## src/rtl/core_defines.svh

```systemverilog
// Core data width, memory depths and reset PC
`ifndef CORE_DEFINES_SVH
`define CORE_DEFINES_SVH

////////////////////////////////////////////////////////////
// Datapath

`define XLEN      64

////////////////////////////////////////////////////////////
// Memories

`define IMEM_AW   8   // Words, 256 instructions
`define DMEM_AW   7   // Doublewords, 1 KiB

////////////////////////////////////////////////////////////
// Boot

`define RESET_PC  64'h0

`endif

```

## src/rtl/core_pkg.sv

```systemverilog
// Opcode, ALU, branch, writeback and run-state enums; decoded control and operand structs
`default_nettype none

`include "core_defines.svh"

package core_pkg;

  // RV64I major opcodes in use
  typedef enum logic [6:0] {
    op_lui    = 7'b0110111,
    op_auipc  = 7'b0010111,
    op_jal    = 7'b1101111,
    op_jalr   = 7'b1100111,
    op_branch = 7'b1100011,
    op_load   = 7'b0000011,
    op_store  = 7'b0100011,
    op_imm    = 7'b0010011,
    op_op     = 7'b0110011,
    op_system = 7'b1110011
  } opcode_e;

  typedef enum logic [3:0] {
    alu_add,
    alu_sub,
    alu_sll,
    alu_slt,
    alu_sltu,
    alu_xor,
    alu_srl,
    alu_sra,
    alu_or,
    alu_and,
    alu_pass_b   // LUI
  } alu_op_e;

  typedef enum logic [3:0] {
    br_none,
    br_beq,
    br_bne,
    br_blt,
    br_bge,
    br_bltu,
    br_bgeu,
    br_jal,
    br_jalr
  } br_op_e;

  typedef enum logic [1:0] {
    wb_alu,
    wb_load,
    wb_link
  } wb_sel_e;

  typedef enum logic {
    st_running,
    st_halted
  } run_state_e;

  typedef struct packed {
    alu_op_e    alu_op;
    logic       a_is_pc;    // AUIPC
    logic       b_is_imm;
    br_op_e     br_op;
    logic       mem_rd;
    logic       mem_wr;
    logic       mem_dword;  // LD/SD
    logic       rf_wen;
    wb_sel_e    wb_sel;
    logic [4:0] rd;
  } dec_ctrl_t;

  typedef struct packed {
    logic [`XLEN-1:0] pc;
    logic [`XLEN-1:0] rs1_data;
    logic [`XLEN-1:0] rs2_data;
    logic [`XLEN-1:0] imm;
  } operands_t;

endpackage

`default_nettype wire

```

## src/rtl/branch_unit.sv

```systemverilog
// Branch compare, jump targets and next-PC select
`timescale 1ns/1ps
`default_nettype none

`include "core_defines.svh"

module branch_unit
  import core_pkg::*;
(
  input  dec_ctrl_t        i_ctrl,
  input  operands_t        i_ops,
  output logic [`XLEN-1:0] o_next_pc,
  output logic [`XLEN-1:0] o_link
);

  logic             eq;
  logic             lt;
  logic             ltu;
  logic             taken;
  logic [`XLEN-1:0] pc_plus4;
  logic [`XLEN-1:0] pc_target;
  logic [`XLEN-1:0] jalr_sum;

  // Own comparator, independent of the ALU
  assign eq  = (i_ops.rs1_data == i_ops.rs2_data);
  assign lt  = $signed(i_ops.rs1_data) < $signed(i_ops.rs2_data);
  assign ltu = i_ops.rs1_data < i_ops.rs2_data;

  always_comb begin
    case (i_ctrl.br_op)
      br_beq:  taken = eq;
      br_bne:  taken = !eq;
      br_blt:  taken = lt;
      br_bge:  taken = !lt;
      br_bltu: taken = ltu;
      br_bgeu: taken = !ltu;
      br_jal:  taken = 1'b1;
      default: taken = 1'b0;
    endcase
  end

  assign pc_plus4  = i_ops.pc + `XLEN'd4;
  assign pc_target = i_ops.pc + i_ops.imm;
  assign jalr_sum  = i_ops.rs1_data + i_ops.imm;

  assign o_next_pc = (i_ctrl.br_op == br_jalr) ? {jalr_sum[`XLEN-1:1], 1'b0} :
                     taken                     ? pc_target : pc_plus4;
  assign o_link    = pc_plus4;

endmodule

`default_nettype wire

```

## config.mk

```make
export PLATFORM = sky130hd
export DESIGN_NAME = branch_unit
export DESIGN_NICKNAME = d
export VERILOG_FILES = /design/src/rtl/core_pkg.sv /design/src/rtl/branch_unit.sv
export VERILOG_INCLUDE_DIRS = /design/src /design/src/rtl
export SDC_FILE = /design/constraint.sdc
export NUM_CORES = 1
export LEC_CHECK = 0
export BUFFER_PORTS_ARGS = -buffer_cell sky130_fd_sc_hd__buf_2
export CAP_MARGIN = 10
export CELL_PAD_IN_SITES_DETAIL_PLACEMENT = 0
export CELL_PAD_IN_SITES_GLOBAL_PLACEMENT = 2
export CORE_MARGIN = 2
export CORE_UTILIZATION = 27
export DETAILED_ROUTE_END_ITERATION = 10
export PLACE_DENSITY_LB_ADDON = 0.1
export RECOVER_POWER = 50
export REMOVE_ABC_BUFFERS = 1
export SYNTH_ARGS = -nofsm -noshare
export SYNTH_HDL_FRONTEND = slang
export SYNTH_SLANG_ARGS = --single-unit
```

## constraint.sdc

```tcl
create_clock -name vclk -period 4.7
set_input_delay 0.47 -clock vclk [all_inputs]
set_output_delay 0.47 -clock vclk [all_outputs]
set_load 0.01 [all_outputs]
```

**Word level (Yosys, flattened, before mapping)**

Index checks and enable logic that the tools add are counted.
W data, S select, Z words.

- Add/sub/neg operators: 3
- Order comparisons: 2
- Equality and inequality tests: 9
- Multiplexer cells: 3
- Reduce and logical (&&, ||, !) cells: 3

Operators with widths:

| cell | number |
|---|---|
| $add A64 B64 Y64 | 2 |
| $lt A64 B64 Y1 | 2 |
| $mux W64 | 2 |
| $add A64 B3 Y64 const B | 1 |
| $eq A64 B64 Y1 | 1 |
| $eq A4 B3 Y1 const B | 4 |
| $eq A4 B2 Y1 const B | 2 |
| $pmux W1 S7 | 1 |
| $eq A4 B1 Y1 const B | 1 |
| $eq A4 B4 Y1 const B | 1 |
| $logic_not A1 Y1 | 3 |

- Flip-flop bits (word level): 0
- Logic and storage cells: 20

**Longest topological paths before layout**

- Depth after elaboration: 5
- Gate-level depth with buffers: 15
- Gate-level depth less buffers: 14

**Worst setup path before layout**

OpenSTA, ideal clock, no wires.

- Path type: input -> output
- Start point: input i_ops[0] (netlist name)
- End point: output o_next_pc[54]
- Arrival time: 3.307 ns
- Path slack: 0.923 ns
- Stages on the path: 14
- Buffers on the path: 0
- Cells stage by stage: ha_1 > inv_1 > fa_1 > nand2b_1 > a21oi_1 > a21oi_1 > o21a_1 > o31ai_1 > a2111oi_2 > nor3_1 > a211oi_2 > o21bai_1 > xor2_1 > a221o_1

- Word-level cells in the longest chain between the ends: 3
- Elaborated cells between the ends (all ways): 4
- Classes of those cells: add/sub: 2; mux: 2

RTL lines:

| what | line | text |
|---|---|---|
| start: declaration | branch_unit.sv:11 | `input operands_t i_ops,` |
| $add A64 B64 Y64 | branch_unit.sv:43 | `assign pc_target = i_ops.pc + i_ops.imm;` |
| $mux W64 | branch_unit.sv:47 | `taken ? pc_target : pc_plus4;` |
| $mux W64 * | branch_unit.sv:46 | `` assign o_next_pc = (i_ctrl.br_op == br_jalr) ? {jalr_sum[`XLEN-1:1], 1'b0} : `` |
| end: declaration | branch_unit.sv:12 | `` output logic [`XLEN-1:0] o_next_pc, `` |

Every way passes the cells marked *; elsewhere a longest branch is shown, timed or not.

**Worst setup path after layout**

- Start point: input i_ops[194] (netlist name)
- End point: output o_next_pc[63]

- Word-level cells in the longest chain between the ends: 3
- Elaborated cells between the ends (all ways): 4
- Classes of those cells: add/sub: 2; mux: 2

RTL lines:

| what | line |
|---|---|
| $add A64 B3 Y64 / $add A64 B64 Y64 (equally long branches) | branch_unit.sv:42, branch_unit.sv:43 |
| $mux W64 * | branch_unit.sv:47 |
| $mux W64 * | branch_unit.sv:46 |

Marked as above.

==> impl_metrics.py <==
metrics = {
    "finish": {
        "layout_common_cells": "buf_2 (332), a21oi_1 (226), ha_1 (190)",
        "drive_above_1_share": 0.197,
        "final_net_count": 2609,
        "finalInstanceArea_um2": 14200,
        "layout_commonest_cell": "buf_2",
        "syn_to_final_growth_pct": 23.8,
        "seq_cell_count": 0,
        "clockBufferCount": 0,
        "seq_area_um2": 0,
        "fin_cells": 2682,
        "fillCellCount": 4796,
    },
    "outcome": {
        "outcome": "completed",
    },
    "pwr": {
        "swShare": 0.593,
        "power_switching_uw": 1190,
        "p_int_uw": 816,
        "seqPwrFrac": 0,
        "peakVddDrop_mv": 0.0482,
        "power_uw": 2010,
        "pwr-share-comb": 1.000,
        "p_per_area_nw_per_um2": 142,
        "leakage_uw": 0.00664,
        "clkPwrFrac": 0,
    },
    "sta": {
        "fmax_ghz": 0.219,
        "fin_setup_tns_ns": 0,
        "rsz0062_at_grt": "false",
        "relSlewSlack": 0.332,
        "final.period_utilization": 0.972,
        "setup-violations-final": 0,
        "maxSlewViolCount": 0,
        "hold_violations": 0,
        "period_needed_ns": 4.57,
        "tightest_slew_ns": 0.998,
        "worst_slack_ns": 0.132,
    },
    "placement": {
        "post-place-ws_ns": 0.151,
        "place_inst": 2675,
        "io_buffers": 388,
        "post-dp-hpwl_um": 48600,
        "place_area_um2": 14200,
        "finalWeightedCongestion": 0.917,
    },
    "critical_path": {
        "cp.arrival_ns": 4.10,
        "path_cells": "clkbuf_1 -> nand3_1 -> or3_1 -> nand3b_1 -> or2_0 -> or3_1 -> nor3_2 -> or3_1 -> a21oi_1 -> a31oi_1 -> and3b_1 -> buf_2",
        "path_max_fanout": 8,
        "slowest_stage": "or2_0",
        "startpoint_type": "primary input",
        "crit_top_cell": "or3_1",
        "crit_type": "primary input to primary output",
        "cp_slowest_stage_delay_ns": 0.57,
        "cp-end-kind": "primary output",
        "critPathRequiredTime_ns": 4.23,
    },
    "die": {
        "start_util": 0.274,
        "row_count": 75,
        "dieWidth_um": 210,
        "design.core.area_um2": 41900,
        "die_h_um": 210,
        "ioPinCount": 405,
        "die_area_um2": 44100,
    },
    "routing": {
        "drtIter0Drc": 856,
        "wirelength_um": 54400,
        "m1WireLength_um": 25500,
        "wl_met3_um": 2630,
        "dr.pass1.iters": 5,
        "drc_errors": 0,
        "dr_wl_met2_um": 25100,
        "vias": 14200,
        "route.detailed.wl_per_inst_um": 20.3,
        "top_layer": "met5",
        "vias_per_cell": 5.30,
        "drtAntennaViolNets": 0,
    },
    "hold_path": {
        "hold_path.class": "primary input to primary output",
        "holdPathEnd": "o_link[0]",
        "hold_depth": 2,
        "min_from": "i_ops[192]",
    },
    "logic_synthesis": {
        "syn_inst": 1754,
        "synth.distinct_cells": 86,
        "synth_top_area_frac": 0.208,
        "yosysWarnings": 0,
        "synth_seq_area_share": 0,
        "yosys-top-cells-area": "ha_1 (21%), a21oi_1 (9.9%), xnor2_1 (8.0%), nand2_1 (6.1%), nor2_1 (5.3%)",
        "yosysTopAreaCell": "ha_1",
        "netlist_area_um2": 11400,
        "synth.avg_cell_area_um2": 6.53,
    },
    "global_routing": {
        "grt_pass1_vias": 13900,
        "grt-ovfl-total": 0,
        "grtUsageTotal": 0.234,
        "grt_first_pass_wirelength_um": 80700,
        "grt_start_max_net_pins": 59,
        "grt_antenna_before_repair": 7,
    },
    "job": {
        "maxCapViolations": 0,
    },
    "clocking": {
        "hold_buffers": 0,
    },
}
-- final cells by class --
class                           count  area (um2)  area share
Inverter                          111         417      0.0294
Tap cell                          539         674      0.0476
Multi-Input combinational cell   1579       10700       0.755
Antenna cell                        5        12.5    0.000883
Timing Repair Buffer              448        2360       0.167
-- routing by layer --
| metal | GRT usage | vias to the layer above |
|---|---|---|
| met1 | 0.319 | 6520 |
| met4 | 0.0443 | 4 |
| met3 | 0.0220 | 49 |
| met5 | 0 | - |
| met2 | 0.402 | 431 |
| li1 | - | 7198 |
-- worst max-delay path: cells and delay by family --
kind,cells,cell delay [ns]
compound gates,2,0.19
buf+inv,2,0.34
simple gates,8,3.08
-- synth_stat cells (11+ instances only) --
| cell | instances |
|---|---|
| nand4_1 | 48 |
| ha_1 | 190 |
| inv_1 | 111 |
| nand3_1 | 62 |
| nand2b_1 | 22 |
| xor2_1 | 63 |
| clkbuf_1 | 42 |
| nor4_1 | 14 |
| nor3_1 | 41 |
| o21ai_0 | 120 |
| o21bai_1 | 14 |
| a21o_1 | 50 |
| a21oi_1 | 226 |
| o211ai_1 | 14 |
| and2_1 | 13 |
| nor2_1 | 161 |
| nand2_1 | 187 |
| and3_1 | 11 |
| xnor2_1 | 105 |
| nor2b_1 | 15 |
| o21a_1 | 16 |
| a31oi_1 | 15 |
| o31ai_1 | 14 |
| mux2i_1 | 26 |
| a211oi_1 | 22 |
-- worst max-delay path by stage --
stage / endpoint / start / cells after the start / slack, ns
detailed placement: o_next_pc[54] / i_ops[0] / 17 / 0.15
finish: o_next_pc[63] / i_ops[194] / 12 / 0.13
global placement: o_next_pc[54] / i_ops[0] / 17 / 0.13
global route: o_next_pc[54] / i_ops[0] / 17 / 0.00007
floorplan: o_next_pc[48] / i_ops[65] / 13 / -1.12
CTS: o_next_pc[54] / i_ops[0] / 17 / 0.14
-- cell families after synthesis --
kind of cell | after synthesis | synth area share
and+or+nand+nor | 627 | 0.266
AOI/OAI and AO/OA | 564 | 0.304
adders and majority gates | 192 | 0.211
buffers and inverters | 175 | 0.0657
xor gates and xnor gates | 168 | 0.129
muxes | 28 | 0.0247
-- per-stage QoR --
| step | utilization | hold slack (ns) |
|---|---|---|
| final | 0.339 | 1.17 |
| after CTS | 0.340 | 1.17 |
| after global placement | 0.340 | 1.16 |
| after floorplan | - | 0.940 |
| after detailed placement | 0.340 | 1.17 |
| after global routing | 0.338 | 1.19 |
-- power groups by stage --
stage	Sequential, uW	Combinational (uW)	Clock, uW
2_1_floorplan	0	1220	0
3_3_place_gp	0	2010	0
3_5_place_dp	0	2000	0
4_1_cts	0	2010	0
5_1_grt	0	2210	0
6_report	0	2010	0.000142
-- what timing repair did --
action | 4_1_cts | 5_1_grt
gates resized for setup | 0 | 1
endpoints found under the setup margin | 0 | 3
hold endpoints to repair | 0 | 0
setup buffers | 0 | 2
Note: power is estimated with default switching activity, not from simulation.
