File: src/rtl/core_defines.svh
// Core data width, memory depths and reset PC
`ifndef CORE_DEFINES_SVH
`define CORE_DEFINES_SVH

////////////////////////////////////////////////////////////
// Datapath

`define XLEN      64

////////////////////////////////////////////////////////////
// Memories

`define IMEM_AW   8   // Words, 256 instructions
`define DMEM_AW   7   // Doublewords, 1 KiB

////////////////////////////////////////////////////////////
// Boot

`define RESET_PC  64'h0

`endif

File: src/rtl/core_pkg.sv
// Opcode, ALU, branch, writeback and run-state enums; decoded control and operand structs
`default_nettype none

`include "core_defines.svh"

package core_pkg;

  // RV64I major opcodes in use
  typedef enum logic [6:0] {
    op_lui    = 7'b0110111,
    op_auipc  = 7'b0010111,
    op_jal    = 7'b1101111,
    op_jalr   = 7'b1100111,
    op_branch = 7'b1100011,
    op_load   = 7'b0000011,
    op_store  = 7'b0100011,
    op_imm    = 7'b0010011,
    op_op     = 7'b0110011,
    op_system = 7'b1110011
  } opcode_e;

  typedef enum logic [3:0] {
    alu_add,
    alu_sub,
    alu_sll,
    alu_slt,
    alu_sltu,
    alu_xor,
    alu_srl,
    alu_sra,
    alu_or,
    alu_and,
    alu_pass_b   // LUI
  } alu_op_e;

  typedef enum logic [3:0] {
    br_none,
    br_beq,
    br_bne,
    br_blt,
    br_bge,
    br_bltu,
    br_bgeu,
    br_jal,
    br_jalr
  } br_op_e;

  typedef enum logic [1:0] {
    wb_alu,
    wb_load,
    wb_link
  } wb_sel_e;

  typedef enum logic {
    st_running,
    st_halted
  } run_state_e;

  typedef struct packed {
    alu_op_e    alu_op;
    logic       a_is_pc;    // AUIPC
    logic       b_is_imm;
    br_op_e     br_op;
    logic       mem_rd;
    logic       mem_wr;
    logic       mem_dword;  // LD/SD
    logic       rf_wen;
    wb_sel_e    wb_sel;
    logic [4:0] rd;
  } dec_ctrl_t;

  typedef struct packed {
    logic [`XLEN-1:0] pc;
    logic [`XLEN-1:0] rs1_data;
    logic [`XLEN-1:0] rs2_data;
    logic [`XLEN-1:0] imm;
  } operands_t;

endpackage

`default_nettype wire

File: src/rtl/decode_unit.sv
// Instruction decoder, immediate generator and 32x64 register file
`timescale 1ns/1ps
`default_nettype none

`include "core_defines.svh"

module decode_unit
  import core_pkg::*;
(
  input  logic             i_clk,
  input  logic [`XLEN-1:0] i_pc,
  input  logic [31:0]      i_inst,
  input  logic             i_wb_en,
  input  logic [4:0]       i_wb_rd,
  input  logic [`XLEN-1:0] i_wb_data,
  output dec_ctrl_t        o_ctrl,
  output operands_t        o_ops,
  output logic             o_halt_req
);

  opcode_e          opcode;
  logic [2:0]       funct3;
  logic [6:0]       funct7;
  logic [4:0]       rs1;
  logic [4:0]       rs2;
  logic [`XLEN-1:0] imm_i;
  logic [`XLEN-1:0] imm_s;
  logic [`XLEN-1:0] imm_b;
  logic [`XLEN-1:0] imm_u;
  logic [`XLEN-1:0] imm_j;
  logic [`XLEN-1:0] imm;
  logic             halt;
  dec_ctrl_t        ctrl;
  logic [`XLEN-1:0] regs [0:31];

  assign opcode = opcode_e'(i_inst[6:0]);
  assign funct3 = i_inst[14:12];
  assign funct7 = i_inst[31:25];
  assign rs1    = i_inst[19:15];
  assign rs2    = i_inst[24:20];

  ////////////////////////////////////////////////////////////
  // Immediates

  assign imm_i = {{(`XLEN-12){i_inst[31]}}, i_inst[31:20]};
  assign imm_s = {{(`XLEN-12){i_inst[31]}}, i_inst[31:25], i_inst[11:7]};
  assign imm_b = {{(`XLEN-12){i_inst[31]}}, i_inst[7], i_inst[30:25], i_inst[11:8], 1'b0};
  assign imm_u = {{(`XLEN-32){i_inst[31]}}, i_inst[31:12], 12'b0};
  assign imm_j = {{(`XLEN-20){i_inst[31]}}, i_inst[19:12], i_inst[20], i_inst[30:21], 1'b0};

  // Shared by OP and OP-IMM
  function automatic alu_op_e funct_to_alu(input logic [2:0] f3, input logic alt);
    alu_op_e op;
    case (f3)
      3'b000:  op = alt ? alu_sub : alu_add;
      3'b001:  op = alu_sll;
      3'b010:  op = alu_slt;
      3'b011:  op = alu_sltu;
      3'b100:  op = alu_xor;
      3'b101:  op = alt ? alu_sra : alu_srl;
      3'b110:  op = alu_or;
      default: op = alu_and;
    endcase
    return op;
  endfunction

  ////////////////////////////////////////////////////////////
  // Control decode

  always_comb begin
    ctrl    = '0;
    ctrl.rd = i_inst[11:7];
    imm     = '0;
    halt    = 1'b0;
    case (opcode)
      op_lui: begin
        ctrl.alu_op   = alu_pass_b;
        ctrl.b_is_imm = 1'b1;
        ctrl.rf_wen   = 1'b1;
        imm           = imm_u;
      end
      op_auipc: begin
        ctrl.a_is_pc  = 1'b1;
        ctrl.b_is_imm = 1'b1;
        ctrl.rf_wen   = 1'b1;
        imm           = imm_u;
      end
      op_jal: begin
        ctrl.br_op  = br_jal;
        ctrl.rf_wen = 1'b1;
        ctrl.wb_sel = wb_link;
        imm         = imm_j;
      end
      op_jalr: begin
        ctrl.br_op  = br_jalr;
        ctrl.rf_wen = 1'b1;
        ctrl.wb_sel = wb_link;
        imm         = imm_i;
        halt        = (funct3 != 3'b000);
      end
      op_branch: begin
        imm = imm_b;
        case (funct3)
          3'b000:  ctrl.br_op = br_beq;
          3'b001:  ctrl.br_op = br_bne;
          3'b100:  ctrl.br_op = br_blt;
          3'b101:  ctrl.br_op = br_bge;
          3'b110:  ctrl.br_op = br_bltu;
          3'b111:  ctrl.br_op = br_bgeu;
          default: halt = 1'b1;
        endcase
      end
      op_load: begin
        ctrl.mem_rd    = 1'b1;
        ctrl.mem_dword = funct3[0];
        ctrl.b_is_imm  = 1'b1;
        ctrl.rf_wen    = 1'b1;
        ctrl.wb_sel    = wb_load;
        imm            = imm_i;
        halt           = (funct3[2:1] != 2'b01);   // LW and LD only
      end
      op_store: begin
        ctrl.mem_wr    = 1'b1;
        ctrl.mem_dword = funct3[0];
        ctrl.b_is_imm  = 1'b1;
        imm            = imm_s;
        halt           = (funct3[2:1] != 2'b01);
      end
      op_imm: begin
        ctrl.alu_op   = funct_to_alu(funct3, (funct3 == 3'b101) && i_inst[30]);
        ctrl.b_is_imm = 1'b1;
        ctrl.rf_wen   = 1'b1;
        imm           = imm_i;
        // 6-bit shamt, funct6 above it
        if (funct3 == 3'b001) begin
          halt = (i_inst[31:26] != 6'b0);
        end else if (funct3 == 3'b101) begin
          halt = i_inst[31] || (i_inst[29:26] != 4'b0);
        end
      end
      op_op: begin
        ctrl.alu_op = funct_to_alu(funct3, funct7[5]);
        ctrl.rf_wen = 1'b1;
        halt        = ({funct7[6], funct7[4:0]} != 6'b0) ||
                      (funct7[5] && (funct3 != 3'b000) && (funct3 != 3'b101));
      end
      op_system: halt = 1'b1;   // EBREAK; other SYSTEM encodings unsupported
      default:   halt = 1'b1;
    endcase
    if (halt) begin
      ctrl.rf_wen = 1'b0;
      ctrl.mem_wr = 1'b0;
      ctrl.mem_rd = 1'b0;
      ctrl.br_op  = br_none;
    end
  end

  ////////////////////////////////////////////////////////////
  // Register file

  always_ff @(posedge i_clk) begin
    if (i_wb_en) begin
      regs[i_wb_rd] <= i_wb_data;
    end
  end

  assign o_ops.pc       = i_pc;
  assign o_ops.rs1_data = (rs1 == 5'd0) ? '0 : regs[rs1];
  assign o_ops.rs2_data = (rs2 == 5'd0) ? '0 : regs[rs2];
  assign o_ops.imm      = imm;

  assign o_ctrl     = ctrl;
  assign o_halt_req = halt;

endmodule

`default_nettype wire

File: config.mk
export PLATFORM = sky130hd
export DESIGN_NAME = decode_unit
export DESIGN_NICKNAME = d
export VERILOG_FILES = /design/src/rtl/core_pkg.sv /design/src/rtl/decode_unit.sv
export VERILOG_INCLUDE_DIRS = /design/src /design/src/rtl
export SDC_FILE = /design/constraint.sdc
export NUM_CORES = 2
export LEC_CHECK = 0
export BUFFER_PORTS_ARGS = -buffer_cell sky130_fd_sc_hd__buf_2
export CAP_MARGIN = 20
export CORE_MARGIN = 10
export CORE_UTILIZATION = 65
export CTS_CLUSTER_DIAMETER = 100
export CTS_CLUSTER_SIZE = 28
export DETAILED_ROUTE_END_ITERATION = 10
export HOLD_SLACK_MARGIN = 0.12
export PLACE_DENSITY = 0.84
export SLEW_MARGIN = 20
export SYNTH_ARGS = -nofsm -noshare
export SYNTH_HDL_FRONTEND = slang
export SYNTH_SLANG_ARGS = --single-unit
File: constraint.sdc
create_clock -name i_clk -period 9.4 [get_ports i_clk]
set_input_delay 0.47 -clock i_clk [delete_from_list [all_inputs] [get_ports i_clk]]
set_output_delay 0.47 -clock i_clk [all_outputs]
set_load 0.05 [all_outputs]
Word level (Yosys, flattened, before mapping):

Memories as Yosys holds them, arrays and structs flattened.
Cells that the tools add are included.

* flip-flop bits (word level): 0
* memory bits (writable): 2048
* bits of input ports: 167
* output and inout port bits: 278
* word-level logic and storage cells: 66
* memories kept: 1

Memories
* regs: depth 32, width 64, rd ports 2, clocked after memory_dff 0, wr ports 1, RTL line decode_unit.sv:34 `` logic [`XLEN-1:0] regs [0:31]; ``

* eq/ne operators: 18
* mux-type cells: 27
* reductions and logical operators: 20

Operators by type and width (number)
* case mux 64 bit (5 select lines): 1
* 2-to-1 mux 64 bit: 2
* case mux 4 bit (7 select lines): 2
* case mux 4 bit (3 select lines): 2
* == test 7 x 6 -> 1 bit (second input constant): 3
* == test 7 bit (second input constant): 3
* case mux 3 bit (6 select lines): 1
* 2-to-1 mux 1 bit: 16
* == test 7 x 5 -> 1 bit (second input constant): 2
* == test 3 bit (second input constant): 4
* nonzero test 6 bit: 2
* logical NOT 5 bit: 2
* == test 7 x 2 -> 1 bit (second input constant): 1
* OR reduction 7 bit: 1
* == test 3 x 2 -> 1 bit (second input constant): 2
* 2-to-1 mux 6 bit: 1
* case mux 1 bit (6 select lines): 1
* OR reduction 2 bit: 3
* OR reduction 3 bit: 2
* OR reduction 6 bit: 1
* OR reduction 5 bit: 1
* case mux 2 bit (2 select lines): 1
* nonzero test 4 bit: 1
* == test 3 x 1 -> 1 bit (second input constant): 1
* other kinds (6): 9

Longest topological paths before layout:

* word-level depth: 6
* mapped depth: 9

Least setup slack after synthesis:

No wires, ideal clock.

* path kind: input to register
* start point: input i_wb_rd[1]
* end point: memory regs[12][0] (netlist bit) (enable)
* setup time: 0.486 ns
* data arrival time: 3.806 ns
* required time: 8.914 ns
* path slack: 5.108 ns
* stages on the path: 3
* buffers on the path: 1
* cells stage by stage: or3b_2 > clkbuf_1 > nor2_1

RTL lines
* from (decl): RTL line decode_unit.sv:14 `input logic [4:0] i_wb_rd,`
* to (decl): RTL line decode_unit.sv:34

No word-level cell before the write port.

==> key figures <==
STA
  • Final Hold Viols: 0
  • Slew margin rel.: 0.168
  • Minimum clock period: 4.79 ns
  • Fin. max-slew vios: 0
  • Tcrit/Tclk final: 0.510
  • Worst-margin pin slew: 1.25 ns
  • Endpoints failing setup: 0
  • RSZ-0062 raised after global routing: false
  • Fmax: 209 MHz
  • Setup_tns: 0 ns

Worst setup path
  • Worst path most repeated cell: buf_4
  • Buf+Inv Stages, Crit Path: 4
  • Crit Path Category: in -> out
  • Req. time, crit path: 8.93 ns
  • CP Cell Sequence: buf_8, buf_4, buf_4, mux4_2, mux2_2, o22ai_1, nor3_1, buf_2
  • CP startpoint kind: input port
  • CP max stage delay: 0.84 ns
  • Crit Path Max Fanout: 68
  • CP max stage cell: buf_4
  • Worst Setup SP: i_inst[22]
  • Data arrival time of the critical path: 4.32 ns
  • Top Family by Delay on Critical Path: buffers and inverters
  • Critical Path End Type: output port

Floorplan
  • Die ar.: 164000 um2
  • DIE WIDTH: 405 um
  • Row Count: 141
  • Core Region: 147000 um2
  • Height of the die: 405 um
  • Initial Util: 0.653
  • I/O pins: 445

Status
  • Status: finished, final reports clean

Layout
  • Biggest regs: regs (2048)
  • Layout Utilization: 0.686
  • Area Growth Syn to Fin: 5.08%
  • Nets: 5224
  • Register with the most flip-flops: regs
  • Share of cells above drive strength 1: 0.309
  • Number of flip-flops under the largest register name: 2048
  • # fillers: 8871

Min path
  • HP Class: in -> reg
  • Hold path start: i_wb_data[19]

Power
  • Max VDD drop: 0.210 mV
  • P_leak: 33.0 nW
  • PD cells: 163 nW/um2

Synth
  • Top cells by count, synth: 2048 x edfxtp_1, 856 x mux4_2, 559 x mux2i_1, 175 x buf_4, 157 x a22oi_1
  • Synth Flop Type: edfxtp_1
  • Synthesized flop and latch total: 2048
  • Synth area leader: edfxtp_1
  • Yosys warnings: 0
  • Syn Inst Count: 5006
  • Post-synth top area share: 0.639
  • Asr flop ratio synth: 0
  • Post-synth EDFFs: 2048
  • Synth Cell Area: 96300 um2
  • Seq/Total Area, Yosys: 0.639
  • Most common cell in the netlist: edfxtp_1
  • Synth area leaders: edfxtp_1 64%, mux4_2 20%, mux2i_1 5.8%, buf_4 1.4%, mux2_2 1.2%
  • Syn_area_per_cell: 19.2 um2
  • Count of cell types in the netlist: 58
  • Net Count, Synth: 5173

Route
  • Via count: 56500
  • Vias per cell: 8.07
  • Final wirelength: 280000 um
  • Post-route ant nets: 0
  • Drt wl/cell: 39.9 um
  • Drt drc: 0
  • Iteration-0 DRC Markers: 10200
  • First-pass iteration count of the detailed router: 9

Flow run
  • Maxcap violations: 0

GRT
  • Vias in the first global route: 56100
  • Largest net degree at the start of global routing: 128
  • Initial antenna violation count: 18
  • Total gr overflow: 0
  • Tot GR Track Use: 0.337
  • First-pass GRT wire length: 396000 um

Placed design
  • Gpl congestion: 0.874
  • Detailed Place HPWL: 154000 um
  • PortBufs: 316

Clock network
  • Sink Count: 2048
  • CTS Root Cell: clkbuf_16
  • Post-CTS Hold Fix Bufs: 0
  • PostCTS Resize Cnt: 0
  • Cts bufs inserted: 84
  • Clk pin slew, worst setup/hold paths: 0.10 ns
  • Clock Tree Buf Depth: 3
  • Post-CTS setup buffers: 0
  • CTS tree: yes
  • CTS HTree Levels: 3
==> power by group <==
part | internal (W) | total [W] | switching, W
combinational | 0.000705 | 0.00201 | 0.00131
clock | 0.00165 | 0.00430 | 0.00265
sequential | 0.0101 | 0.0102 | 0.0000507
==> layout by cell type, fill, tap and decap left out, types with 32 or more instances in the layout <==
| cell | n |
|---|---|
| nor2_4 | 34 |
| mux2i_1 | 559 |
| clkbuf_16 | 85 |
| mux2_2 | 106 |
| nand2_1 | 95 |
| a21o_1 | 55 |
| a21oi_1 | 102 |
| mux4_2 | 856 |
| o21ai_1 | 50 |
| edfxtp_1 | 2048 |
| o22ai_1 | 134 |
| nand3_1 | 36 |
| buf_4 | 125 |
| a22oi_1 | 157 |
| nor2_1 | 32 |
| buf_2 | 309 |
==> cells by family (layout without fill, tap and decap cells) <==
| family | after synthesis | after routing | synth area share |
|---|---|---|---|
| compound gates | 624 | 624 | 0.0430 |
| xor+xnor | 1 | 1 | 0.0000910 |
| buf+inv | 490 | 546 | 0.0307 |
| flops | 2048 | 2048 | 0.639 |
| mux | 1521 | 1521 | 0.271 |
| other cells | 0 | 14 | 0 |
| simple gates | 322 | 322 | 0.0165 |
==> layout make-up <==
cell class              instances  area, um2  area share
multi-input cells            2468      32200       0.318
diodes                         14       35.0    0.000346
clock inverters                 5       78.8    0.000779
flip-flops and latches       2048      61500       0.608
inverters                       4       15.0    0.000148
clock buffers                  86       2130      0.0211
repair buffers                451       2820      0.0279
well taps                    1930       2410      0.0239
==> worst paths after layout <==
path	to	cells past startpoint
max	o_ops[93]	8
min	regs[26][19]	1
==> routing by layer <==
layer | track usage | vias to the layer above | routed length [um]
li1 | - | 21200 | -
met1 | 0.451 | 28800 | 90000
met2 | 0.509 | 5516 | 129000
met3 | 0.0912 | 961 | 43700
met4 | 0.183 | 14 | 16800
met5 | 0 | - | 96
==> stage by stage <==
| stage | hold WS (ns) | instances | worst slack [ns] | total power (W) | cell area [um2] |
|---|---|---|---|---|---|
| finish | 0.209 | 7006 | 4.61 | 0.0165 | 101000 |
| global route | 0.218 | 6996 | 4.45 | 0.0169 | 101000 |
| CTS | 0.170 | 6990 | 4.71 | 0.0165 | 101000 |
| detailed placement | 0.940 | 6899 | 4.72 | 0.0124 | 98900 |
| global placement | 0.940 | 6896 | 4.74 | 0.0123 | 98800 |
| floorplan | 0.569 | 5006 | 5.11 | 0.0118 | 96300 |
Power figures use the tool's default switching activity.
